`src/memctrl_pkg.sv`:
```
// Widths assume one memory beat holds exactly one cache block
// Block and word sizes must stay powers of two

package memctrl_pkg;

    ////////////////////////////////////////
    // Widths and depths
    ////////////////////////////////////////

    // Cache word and address
    localparam int xlen = 32;
    localparam int addr_w = 16;
    localparam int id_w = 4;

    // One block per memory beat
    localparam int block_w = 128;

    // Outstanding reads, also the depth of the write offset queue
    localparam int ostd_num = 4;
    localparam int tag_w = $clog2(ostd_num);

    // Word position inside a block
    localparam int lane_num = block_w / xlen;
    localparam int offset_w = 2;
    localparam int offset_lsb = 2;

    // Byte strobes
    localparam int word_strb_w = xlen / 8;
    localparam int block_strb_w = block_w / 8;

    ////////////////////////////////////////
    // Payload types
    ////////////////////////////////////////

    typedef logic [addr_w-1:0] addr_t;
    typedef logic [id_w-1:0] id_t;
    typedef logic [xlen-1:0] word_t;
    typedef logic [block_w-1:0] block_t;
    typedef logic [offset_w-1:0] offset_t;
    typedef logic [word_strb_w-1:0] word_strb_t;
    typedef logic [block_strb_w-1:0] block_strb_t;
    typedef logic [1:0] resp_t;

    // Read tracking entry, cacheable bit above the address
    typedef struct packed {
        logic cacheable;
        addr_t addr;
    } rd_tag_t;

endpackage

```
`src/memctrl.sv`:
```
// Memory side assumed single-beat, full block width, incrementing bursts
// Reads complete in order, responses are forwarded unchecked

`timescale 1ns/1ps

module memctrl (
    input  logic                     aclk,
    input  logic                     aresetn,
    // Cache read address
    input  logic                     mst_arvalid,
    output logic                     mst_arready,
    input  memctrl_pkg::addr_t       mst_araddr,
    input  logic                     mst_arcache,
    input  memctrl_pkg::id_t         mst_arid,
    // Cache read completion
    output logic                     mst_rvalid,
    input  logic                     mst_rready,
    output memctrl_pkg::block_t      mst_rdata_blk,
    output memctrl_pkg::word_t       mst_rdata,
    output memctrl_pkg::addr_t       mst_raddr,
    output logic                     mst_rcache,
    output memctrl_pkg::id_t         mst_rid,
    output memctrl_pkg::resp_t       mst_rresp,
    // Cache write address
    input  logic                     mst_awvalid,
    output logic                     mst_awready,
    input  memctrl_pkg::addr_t       mst_awaddr,
    input  memctrl_pkg::id_t         mst_awid,
    // Cache write data
    input  logic                     mst_wvalid,
    output logic                     mst_wready,
    input  memctrl_pkg::word_t       mst_wdata,
    input  memctrl_pkg::word_strb_t  mst_wstrb,
    // Cache write response
    output logic                     mst_bvalid,
    input  logic                     mst_bready,
    output memctrl_pkg::id_t         mst_bid,
    output memctrl_pkg::resp_t       mst_bresp,
    // Memory read address
    output logic                     mem_arvalid,
    input  logic                     mem_arready,
    output memctrl_pkg::addr_t       mem_araddr,
    output memctrl_pkg::id_t         mem_arid,
    // Memory read data
    input  logic                     mem_rvalid,
    output logic                     mem_rready,
    input  memctrl_pkg::id_t         mem_rid,
    input  memctrl_pkg::resp_t       mem_rresp,
    input  memctrl_pkg::block_t      mem_rdata,
    // Memory write address
    output logic                     mem_awvalid,
    input  logic                     mem_awready,
    output memctrl_pkg::addr_t       mem_awaddr,
    output memctrl_pkg::id_t         mem_awid,
    // Memory write data
    output logic                     mem_wvalid,
    input  logic                     mem_wready,
    output memctrl_pkg::block_t      mem_wdata,
    output memctrl_pkg::block_strb_t mem_wstrb,
    // Memory write response
    input  logic                     mem_bvalid,
    output logic                     mem_bready,
    input  memctrl_pkg::id_t         mem_bid,
    input  memctrl_pkg::resp_t       mem_bresp
);

    ////////////////////////////////////////
    // Read chain
    ////////////////////////////////////////

    memctrl_rd_path u_rd_path (
        .aclk          (aclk),
        .aresetn       (aresetn),
        .mst_arvalid   (mst_arvalid),
        .mst_arready   (mst_arready),
        .mst_araddr    (mst_araddr),
        .mst_arcache   (mst_arcache),
        .mst_arid      (mst_arid),
        .mst_rvalid    (mst_rvalid),
        .mst_rready    (mst_rready),
        .mst_rdata_blk (mst_rdata_blk),
        .mst_rdata     (mst_rdata),
        .mst_raddr     (mst_raddr),
        .mst_rcache    (mst_rcache),
        .mst_rid       (mst_rid),
        .mst_rresp     (mst_rresp),
        .mem_arvalid   (mem_arvalid),
        .mem_arready   (mem_arready),
        .mem_araddr    (mem_araddr),
        .mem_arid      (mem_arid),
        .mem_rvalid    (mem_rvalid),
        .mem_rready    (mem_rready),
        .mem_rid       (mem_rid),
        .mem_rresp     (mem_rresp),
        .mem_rdata     (mem_rdata)
    );

    ////////////////////////////////////////
    // Write chain
    ////////////////////////////////////////

    memctrl_wr_path u_wr_path (
        .aclk        (aclk),
        .aresetn     (aresetn),
        .mst_awvalid (mst_awvalid),
        .mst_awready (mst_awready),
        .mst_awaddr  (mst_awaddr),
        .mst_awid    (mst_awid),
        .mst_wvalid  (mst_wvalid),
        .mst_wready  (mst_wready),
        .mst_wdata   (mst_wdata),
        .mst_wstrb   (mst_wstrb),
        .mst_bvalid  (mst_bvalid),
        .mst_bready  (mst_bready),
        .mst_bid     (mst_bid),
        .mst_bresp   (mst_bresp),
        .mem_awvalid (mem_awvalid),
        .mem_awready (mem_awready),
        .mem_awaddr  (mem_awaddr),
        .mem_awid    (mem_awid),
        .mem_wvalid  (mem_wvalid),
        .mem_wready  (mem_wready),
        .mem_wdata   (mem_wdata),
        .mem_wstrb   (mem_wstrb),
        .mem_bvalid  (mem_bvalid),
        .mem_bready  (mem_bready),
        .mem_bid     (mem_bid),
        .mem_bresp   (mem_bresp)
    );

endmodule

```
`src/memctrl_fifo.sv`:
```
// Push while full and pull while empty are ignored
// Head entry is visible on data_out without a read cycle

`timescale 1ns/1ps

module memctrl_fifo #(
    parameter type payload_t = logic
) (
    input  logic     aclk,
    input  logic     aresetn,
    input  logic     push,
    input  payload_t data_in,
    input  logic     pull,
    output payload_t data_out,
    output logic     full,
    output logic     empty,
    output logic     aempty
);

    import memctrl_pkg::*;

    // Storage, payload only so no reset
    payload_t buffer [ostd_num];

    logic [tag_w-1:0] wr_ptr;
    logic [tag_w-1:0] rd_ptr;
    logic [tag_w:0] count;
    logic wr_en;
    logic rd_en;

    assign wr_en = push && !full;
    assign rd_en = pull && !empty;

    ////////////////////////////////////////
    // Pointers and fill level
    ////////////////////////////////////////

    always_ff @(posedge aclk or negedge aresetn) begin
        if (!aresetn) begin
            wr_ptr <= '0;
            rd_ptr <= '0;
            count <= '0;
        end else begin
            // Wrap at the last slot
            if (wr_en) begin
                wr_ptr <= (wr_ptr == tag_w'(ostd_num - 1)) ? '0 : wr_ptr + 1'b1;
            end
            if (rd_en) begin
                rd_ptr <= (rd_ptr == tag_w'(ostd_num - 1)) ? '0 : rd_ptr + 1'b1;
            end
            // Level moves only when one side is active alone
            case ({wr_en, rd_en})
                2'b10: count <= count + 1'b1;
                2'b01: count <= count - 1'b1;
                default: count <= count;
            endcase
        end
    end

    always_ff @(posedge aclk) begin
        if (wr_en) begin
            buffer[wr_ptr] <= data_in;
        end
    end

    ////////////////////////////////////////
    // Status and head
    ////////////////////////////////////////

    assign data_out = buffer[rd_ptr];
    assign full = (count == (tag_w + 1)'(ostd_num));
    assign empty = (count == '0);
    // Exactly one entry left
    assign aempty = (count == (tag_w + 1)'(1));

endmodule

```
`src/memctrl_rd_path.sv`:
```
// Memory must answer reads in issue order, one full block per beat
// At most ostd_num reads are tracked, more are held off on mst_arready

`timescale 1ns/1ps

module memctrl_rd_path (
    input  logic                 aclk,
    input  logic                 aresetn,
    // Cache read address
    input  logic                 mst_arvalid,
    output logic                 mst_arready,
    input  memctrl_pkg::addr_t   mst_araddr,
    input  logic                 mst_arcache,
    input  memctrl_pkg::id_t     mst_arid,
    // Cache read completion
    output logic                 mst_rvalid,
    input  logic                 mst_rready,
    output memctrl_pkg::block_t  mst_rdata_blk,
    output memctrl_pkg::word_t   mst_rdata,
    output memctrl_pkg::addr_t   mst_raddr,
    output logic                 mst_rcache,
    output memctrl_pkg::id_t     mst_rid,
    output memctrl_pkg::resp_t   mst_rresp,
    // Memory read address
    output logic                 mem_arvalid,
    input  logic                 mem_arready,
    output memctrl_pkg::addr_t   mem_araddr,
    output memctrl_pkg::id_t     mem_arid,
    // Memory read data
    input  logic                 mem_rvalid,
    output logic                 mem_rready,
    input  memctrl_pkg::id_t     mem_rid,
    input  memctrl_pkg::resp_t   mem_rresp,
    input  memctrl_pkg::block_t  mem_rdata
);

    import memctrl_pkg::*;

    rd_tag_t tag_in;
    rd_tag_t tag_head;
    logic tag_full;
    logic tag_empty;
    offset_t roffset;

    ////////////////////////////////////////
    // Address forwarding
    ////////////////////////////////////////

    // Request reaches memory only when a tracking slot is free
    assign mem_arvalid = mst_arvalid && !tag_full;
    assign mst_arready = mem_arready && !tag_full;
    assign mem_araddr = mst_araddr;
    assign mem_arid = mst_arid;

    assign tag_in.addr = mst_araddr;
    assign tag_in.cacheable = mst_arcache;

    // Tag pushed on cache handshake, popped on memory data beat
    memctrl_fifo #(
        .payload_t (rd_tag_t)
    ) rd_tag_fifo (
        .aclk     (aclk),
        .aresetn  (aresetn),
        .push     (mst_arvalid && mst_arready),
        .data_in  (tag_in),
        .pull     (mem_rvalid && mem_rready),
        .data_out (tag_head),
        .full     (tag_full),
        .empty    (tag_empty),
        .aempty   ()
    );

    ////////////////////////////////////////
    // Completion
    ////////////////////////////////////////

    // Word index of the oldest outstanding read
    assign roffset = tag_head.addr[offset_lsb +: offset_w];

    assign mst_rvalid = mem_rvalid;
    assign mem_rready = mst_rready;
    assign mst_rid = mem_rid;
    assign mst_rresp = mem_rresp;
    assign mst_rdata_blk = mem_rdata;
    assign mst_rdata = mem_rdata[xlen*roffset +: xlen];
    assign mst_raddr = tag_head.addr;
    // Stale head content must not look cacheable
    assign mst_rcache = tag_empty ? 1'b0 : tag_head.cacheable;

endmodule

```
`src/memctrl_wr_path.sv`:
```
// Each write data beat must come with or after its own address, in order
// Single-beat writes only, the word is replicated over the whole block

`timescale 1ns/1ps

module memctrl_wr_path (
    input  logic                     aclk,
    input  logic                     aresetn,
    // Cache write address
    input  logic                     mst_awvalid,
    output logic                     mst_awready,
    input  memctrl_pkg::addr_t       mst_awaddr,
    input  memctrl_pkg::id_t         mst_awid,
    // Cache write data
    input  logic                     mst_wvalid,
    output logic                     mst_wready,
    input  memctrl_pkg::word_t       mst_wdata,
    input  memctrl_pkg::word_strb_t  mst_wstrb,
    // Cache write response
    output logic                     mst_bvalid,
    input  logic                     mst_bready,
    output memctrl_pkg::id_t         mst_bid,
    output memctrl_pkg::resp_t       mst_bresp,
    // Memory write address
    output logic                     mem_awvalid,
    input  logic                     mem_awready,
    output memctrl_pkg::addr_t       mem_awaddr,
    output memctrl_pkg::id_t         mem_awid,
    // Memory write data
    output logic                     mem_wvalid,
    input  logic                     mem_wready,
    output memctrl_pkg::block_t      mem_wdata,
    output memctrl_pkg::block_strb_t mem_wstrb,
    // Memory write response
    input  logic                     mem_bvalid,
    output logic                     mem_bready,
    input  memctrl_pkg::id_t         mem_bid,
    input  memctrl_pkg::resp_t       mem_bresp
);

    import memctrl_pkg::*;

    logic aw_hs;
    logic w_hs;
    logic off_full;
    logic off_aempty;
    logic push_off;
    logic pull_off;
    logic off_pending;
    offset_t addr_off;
    offset_t head_off;
    offset_t lane;

    ////////////////////////////////////////
    // Address and data forwarding
    ////////////////////////////////////////

    // New addresses wait for room in the offset queue
    assign mem_awvalid = mst_awvalid && !off_full;
    assign mst_awready = mem_awready && !off_full;
    assign mem_awaddr = mst_awaddr;
    assign mem_awid = mst_awid;

    // A full queue only drains through data beats, so they are
    // never held back by it
    assign mem_wvalid = mst_wvalid;
    assign mst_wready = mem_wready;

    assign aw_hs = mem_awvalid && mem_awready;
    assign w_hs = mem_wvalid && mem_wready;

    ////////////////////////////////////////
    // Lane placement
    ////////////////////////////////////////

    assign addr_off = mst_awaddr[offset_lsb +: offset_w];

    // Queued offsets belong to older addresses, served first
    assign lane = off_pending ? head_off : addr_off;

    // Same word in every lane, memory picks it by strobe
    assign mem_wdata = {lane_num{mst_wdata}};

    always_comb begin
        mem_wstrb = '0;
        mem_wstrb[lane*word_strb_w +: word_strb_w] = mst_wstrb;
    end

    ////////////////////////////////////////
    // Offset queueing
    ////////////////////////////////////////

    // Address accepted but its beat not consumed directly this cycle
    assign push_off = aw_hs && (!w_hs || off_pending);
    // Beat consumed its lane from the queue head
    assign pull_off = w_hs && off_pending;

    memctrl_fifo #(
        .payload_t (offset_t)
    ) wr_off_fifo (
        .aclk     (aclk),
        .aresetn  (aresetn),
        .push     (push_off),
        .data_in  (addr_off),
        .pull     (pull_off),
        .data_out (head_off),
        .full     (off_full),
        .empty    (),
        .aempty   (off_aempty)
    );

    // Data channel running behind its addresses
    always_ff @(posedge aclk or negedge aresetn) begin
        if (!aresetn) begin
            off_pending <= 1'b0;
        end else if (push_off) begin
            off_pending <= 1'b1;
        end else if (pull_off && off_aempty) begin
            // Last queued offset used, nothing new behind it
            off_pending <= 1'b0;
        end
    end

    ////////////////////////////////////////
    // Write response
    ////////////////////////////////////////

    assign mst_bvalid = mem_bvalid;
    assign mem_bready = mst_bready;
    assign mst_bid = mem_bid;
    assign mst_bresp = mem_bresp;

endmodule

```
`config.mk`:
```
export PLATFORM = sky130hd
export DESIGN_NAME = memctrl
export DESIGN_NICKNAME = d
export VERILOG_FILES = /design/src/memctrl_pkg.sv /design/src/memctrl.sv /design/src/memctrl_fifo.sv /design/src/memctrl_rd_path.sv /design/src/memctrl_wr_path.sv
export SDC_FILE = /design/constraint.sdc
export NUM_CORES = 1
export LEC_CHECK = 0
export ABC_AREA = 1
export BUFFER_PORTS_ARGS = -buffer_cell sky130_fd_sc_hd__buf_2
export CAP_MARGIN = 10
export CORE_AREA = 2 2 240 242
export DETAILED_ROUTE_END_ITERATION = 6
export DIE_AREA = 0 0 242 244
export SETUP_SLACK_MARGIN = 0.1
export SYNTH_ARGS = -nofsm -noshare
export SYNTH_HDL_FRONTEND = slang
export SYNTH_SLANG_ARGS = --single-unit
```
`constraint.sdc`:
```
create_clock -name aclk -period 1.8 [get_ports aclk]
set_input_delay 0.09 -clock aclk [delete_from_list [all_inputs] [get_ports aclk]]
set_output_delay 0.09 -clock aclk [all_outputs]
set_load 0.05 [all_outputs]
```
==> qor.txt, run 1 <==
Initial antenna violation count: 2
Worst Tran Pin Value: 423 ps
Critical path type: reg2out
Hold path startpoint: mst_araddr[11]
Failing checks: negative setup slack
Synth top area share: 0.293
Layout cells sized above 1: 0.673
Register bit count reported by yosys: 91
DRT iter0 DRCs: 308
Via density per instance: 3.73
CP Cell Sequence: nor2_2, nor2_1, o21ai_1, o21ai_2, o21ai_2, ha_4, nor2_4, nand3_4, nor2_4, buf_12
Clock H-tree levels: 3
Unrepaired setup endpoints after global routing: true
Hold Path Depth: 1
Clock-pin slew on the worst setup and hold paths: 70 ps
WP data required: 1710 ps
WP buf/inv: 1
Post-synthesis cell type count: 30
Max Clock Freq: 0.452 GHz
Initial core utilization: 0.143
Clock Sink Count: 91
Clock Path Buffers: 2
Synth Flop Type: edfxtp_1
Die Y: 244 microns
Max Cap Violations: 0
Post-synth top area cell: buf_4
Syn. warnings: 0
Crit path max fanout: 6
IO Port Bufs: 379
Remaining DRCs: 0
Syn nets: 1247
Mapped cell area: 8040 sq um
Syn Inst Count: 997
Root Driver: clkbuf_16
Critical path arrival: 2120 ps
Number of global-route vias before repair: 7035
GRT Total Usage: 0.113
Number of flops mapped to enable cells by yosys: 76
Wire per inst: 18.6 microns
Crit path max-delay family: simple AND/OR/NAND/NOR gates
# rows: 87
WHS Endpoint: u_rd_path.rd_tag_fifo.buffer[3][11]
CTS Buf Count: 9
Total length of routed wires: 36400 microns
Setup slack after layout: -413 ps
Post-Layout Inst Area: 13000 sq um
Mean Syn Cell Area: 8.06 sq um
Gr ovfl total: 0
Final period util: 1.23
Tmin final: 2210 ps
CP startpoint kind: register
Critical Path Slowest Stage Cell: dfrtp_2
HP Class: in2reg
Final Skew: 6.26 ps
Drt pass-1 iters: 4
I/O pins: 612
Via Count: 7288
Sequential fraction of the synthesis area: 0.331
First-pass GRT wire length: 48400 microns
Worst-case vdd ir drop: 1.25 mV
Worst R2R End: u_rd_path.rd_tag_fifo.count[2]
Post-Place Worst Slack: -186 ps
Routability cong.: 0.895
Dpl cell area: 9520 sq um
Reg2reg setup slack: 30 ps
Tot Pwr: 28.1 mW
Post-synthesis async set-or-reset flop share: 0.165
Synth area leaders: buf_4 (29%), edfxtp_1 (28%), nand2_1 (6.5%), nand3b_1 (6.0%), nand3_1 (4.9%)
Die Wd: 242 microns
TritonCTS clock tree: done
R2R cell count: 10
Max-slew headroom: 0.718
DIE AREA: 59000 sq um
Largest net degree at the start of global routing: 19
Hpwl dp: 23100 microns
Leak: 5.82 nW
Routed Antenna Nets: 0
CP startpoint: u_wr_path.wr_off_fifo.rd_ptr[0]
Final setup fails: 55
Area Overhead vs Synth: 62.1%
Status: finished, violations left
Pwr per Cell Area: 2160 nW/um^2
Final Max Slew Viols: 0
Final layout net count: 1442
Endpoints failing hold: 0
RR Startpoint: u_rd_path.rd_tag_fifo.count[1]
Worst-Skew Late Latency: 350 ps
Max stage delay on crit path: 450 ps
CORE AREA: 56200 sq um
Crit. End Element: primary output
## timing repair
action	CTS	global route
endpoints found under the setup margin	67	140
resized for setup	405	133
hold buffers	14	1
gates cloned	25	7
setup buffers	41	20
hold endpoints to repair	67	4
pin swaps	98	78
## how the worst max path moves through the flow
stage / endpoint / slack (ps) / cells after the start
detailed placement: mem_wstrb[0] / -190 / 10
finish: mem_wstrb[15] / -410 / 10
CTS: mem_wstrb[3] / -450 / 10
global route: mem_wstrb[12] / -560 / 10
floorplan: u_wr_path.wr_off_fifo.count[2] / -290 / 11
global placement: mem_wstrb[0] / -160 / 10
## cell usage after synthesis (3+ instances only)
cell type  number
buf_2          22
buf_4         314
buf_6           9
clkbuf_1        6
dfrtp_1        15
edfxtp_1       76
ha_1           20
inv_1         103
nand2_1       139
nand3_1        79
nand3b_1       64
nor2_1         67
o21ai_0        46
o22ai_1        14
xnor2_1         3
## per-stage QoR
step                hold slack (ps)  utilization  TNS [ps]  instances
floorplan                      -206            -     -1460        997
global placement               55.5        0.169     -1490       1839
detailed placement             55.0        0.169     -1830       1839
CTS                            3.32        0.219    -16680       1933
global route                   13.6        0.232    -21450       1954
finish                         9.20        0.232    -15160       1955
## cell families (layout without fill, tap and decap cells)
logic type / Yosys count / in the layout / share of synthesized area
XOR/XNOR: 5 / 5 / 0.00545
AND/OR/NAND/NOR: 353 / 353 / 0.209
flip-flops: 91 / 91 / 0.331
buffers and inverters: 459 / 659 / 0.374
adder cells (fa/ha/maj): 21 / 21 / 0.0336
other: 0 / 2 / 0
AO/OA/AOI/OAI: 68 / 68 / 0.0475
## area by class of cell
type	count	area, sq um
fill	6002	43100
inverter	108	433
antenna	2	5.00
sequential	91	2660
multi-input combinational	447	3870
tap	756	946
clock inverter	7	66.3
clock buffer	9	225
timing repair buffer	535	4820
## sequential cells by signal, indices dropped and copies added, names as in the netlist
name                          count
u_wr_path.off_pending             1
u_rd_path.rd_tag_fifo.buffer     68
u_rd_path.rd_tag_fifo.rd_ptr      2
u_wr_path.wr_off_fifo.rd_ptr      2
u_rd_path.rd_tag_fifo.count       3
u_wr_path.wr_off_fifo.wr_ptr      2
u_rd_path.rd_tag_fifo.wr_ptr      2
u_wr_path.wr_off_fifo.buffer      8
u_wr_path.wr_off_fifo.count       3
## power breakdown
part | switching, mW | internal (mW)
registers | 0.255 | 2.65
clock network | 0.869 | 0.973
logic | 13.3 | 10.0
total | 14.4 | 13.7
## layout by cell type, fill, tap and decap left out, types with 17 or more instances in the layout
master	instances
buf_12	39
buf_16	22
buf_2	313
buf_4	45
buf_6	56
buf_8	38
edfxtp_1	76
inv_1	93
nand2_1	54
nand2_2	55
nand2_4	29
nand3_2	47
nand3_4	20
nand3b_1	64
nor2_4	38
o21ai_1	17
## layer usage
layer  global-route usage  part of all wire
met1                0.119              0.35
met2                0.195              0.50
met3               0.0450              0.10
met4               0.0572             0.057
met5                    0                 0
Note: power is estimated with default switching activity, not from simulation.
==> run 2: changes to the inputs <==
--- a/constraint.sdc
+++ b/constraint.sdc
@@ -3,2 +3,2 @@
 set_output_delay 0.09 -clock aclk [all_outputs]
-set_load 0.05 [all_outputs]
+set_load 0.1 [all_outputs]
==> run 2 against run 1 <==
Effect of this change: the run still ends with negative setup slack left; sequential share of layout area down 0.70 points; clock-buffer cell count did not move; first-iteration DRC count decreased by 11%; fmax is 4.7% lower; global-route usage shrank 0.74 points.
==> qor.txt, run 2 (synthesis results as in run 1) <==
Gr ovfl total: 0
Status: finished, violations left
Endpoints failing hold: 0
Routed Antenna Nets: 0
Met3 routed WL: 3090 microns
IO Port Bufs: 379
Max-slew headroom: 0.598
Critical Path Slowest Stage Cell: dfrtp_2
Final Max Slew Viols: 0
Via Count: 7218
Unrepaired setup endpoints after global routing: true
Reg2reg setup slack: 40 ps
WP buf/inv: 1
Setup slack after layout: -522 ps
Clock Sink Count: 91
Clock Path Buffers: 2
Hold Path Depth: 1
CORE AREA: 56200 sq um
Remaining DRCs: 0
CTS Buf Count: 9
Failing checks: negative setup slack
Met2 WL post-DR: 16700 microns
Final period util: 1.29
Crit. End Element: primary output
I/O pins: 612
Via density per instance: 3.71
CP Cell Sequence: nor2_2, nor2_1, o21ai_1, o21ai_2, o21ai_2, ha_4, nor2_4, nand3_4, nor2_4, buf_12
HP Class: in2reg
Largest net degree at the start of global routing: 40
TritonCTS clock tree: done
R2R cell count: 9
DRT iter0 DRCs: 273
Most frequent cells in the layout: buf_2 (312), inv_1 (94), buf_12 (89), edfxtp_1 (76), nand2_1 (72)
First-pass GRT wire length: 47000 microns
Top Layer Used: met5
Top reg by flops: u_rd_path.rd_tag_fifo.buffer
Biggest regs: u_rd_path.rd_tag_fifo.buffer x68, u_wr_path.wr_off_fifo.buffer x8
Clock-pin slew on the worst setup and hold paths: 70 ps
Critical path arrival: 2230 ps
Max stage delay on crit path: 460 ps
Final setup fails: 65
Routability cong.: 0.950
Clock H-tree levels: 3
Critical path type: reg2out
Register Area: 2660 sq um
WP depth: 10
Total length of routed wires: 34400 microns
Layout cells sized above 1: 0.659
Worst Tran Pin Value: 607 ps
Number of global-route vias before repair: 7382
GRT Total Usage: 0.105
Wire per inst: 17.7 microns
Commonest non-fill, non-tap cell in the layout: buf_2
Max Clock Freq: 0.431 GHz
Max Cap Violations: 0
CP startpoint kind: register
Worst-Skew Late Latency: 340 ps
Initial antenna violation count: 1
Area of the multi-input gates: 4280 sq um
Die Y: 244 microns
Die Wd: 242 microns
Drt pass-1 iters: 5
# rows: 87
Root Driver: clkbuf_16
DIE AREA: 59000 sq um
Crit path max-delay family: simple AND/OR/NAND/NOR gates
WP data required: 1710 ps
Final Skew: 9.10 ps
Post-Place Worst Slack: -266 ps
Hpwl dp: 23800 microns
Tmin final: 2320 ps
Final layout net count: 1430
Max reg flops: 68
Post-Route M1 WL: 12700 microns
Area Overhead vs Synth: 67.7%
Crit path max fanout: 6
Initial core utilization: 0.143
Filler Cell Count: 5985
## run 2: cell types whose count changed in the layout (fill, tap and decap cells not counted), sizes merged
cell,previous run,this run
clkbuf,16,20
bufinv,0,1
buf,513,497
inv,109,107
clkinvlp,0,1
## run 2: area by class of cell
| type | instances | share of cell area |
|---|---|---|
| diodes | 2 | 0.000371 |
| flip-flops and latches | 91 | 0.197 |
| repair buffers | 523 | 0.360 |
| multi-input cells | 447 | 0.317 |
| inverters | 108 | 0.0322 |
| clock inverters | 7 | 0.00576 |
| well taps | 756 | 0.0702 |
| clock buffers | 9 | 0.0167 |
## run 2: worst paths after layout
| check | startpoint | end |
|---|---|---|
| worst min-delay path | mst_araddr[11] | u_rd_path.rd_tag_fifo.buffer[0][11] |
| max in group asynchronous | aresetn | u_rd_path.rd_tag_fifo.rd_ptr[0] |
| min in group asynchronous | aresetn | u_wr_path.wr_off_fifo.wr_ptr[1] |
| worst max-delay path | u_wr_path.wr_off_fifo.rd_ptr[0] | mem_wstrb[13] |
| worst min register to register | u_rd_path.rd_tag_fifo.count[1] | u_rd_path.rd_tag_fifo.count[1] |
| worst max register to register | u_rd_path.rd_tag_fifo.count[1] | u_rd_path.rd_tag_fifo.count[2] |
## run 2: stage by stage
stage	instances	hold WS [ps]	util	setup TNS [ps]	area, sq um
5_1_grt	1941	13.3	0.240	-24840	13500
2_1_floorplan	997	-206	-	-25080	8730
6_report	1943	2.03	0.240	-18940	13500
3_5_place_dp	1831	61.7	0.186	-4380	10400
3_3_place_gp	1831	49.3	0.186	-3080	10400
4_1_cts	1917	0.728	0.227	-18050	12700
## run 2: metal layers
| layer | global-route usage | vias to the layer above |
|---|---|---|
| met1 | 0.115 | 3412 |
| met4 | 0.0494 | 2 |
| met5 | 0.0114 | - |
| li1 | - | 3254 |
| met2 | 0.179 | 488 |
| met3 | 0.0401 | 62 |
## run 2: what timing repair did
action | CTS | global route
endpoints found under the hold margin | 68 | 0
gates resized for setup | 280 | 93
buffers inserted | 42 | 16
pin swaps | 100 | 63
setup endpoints to repair | 71 | 140
cloned | 13 | 13
hold buffers | 15 | 0
Power of run 2 is not shown: default switching activity piles up to over one toggle a cycle in this logic, so the estimate is an artifact.
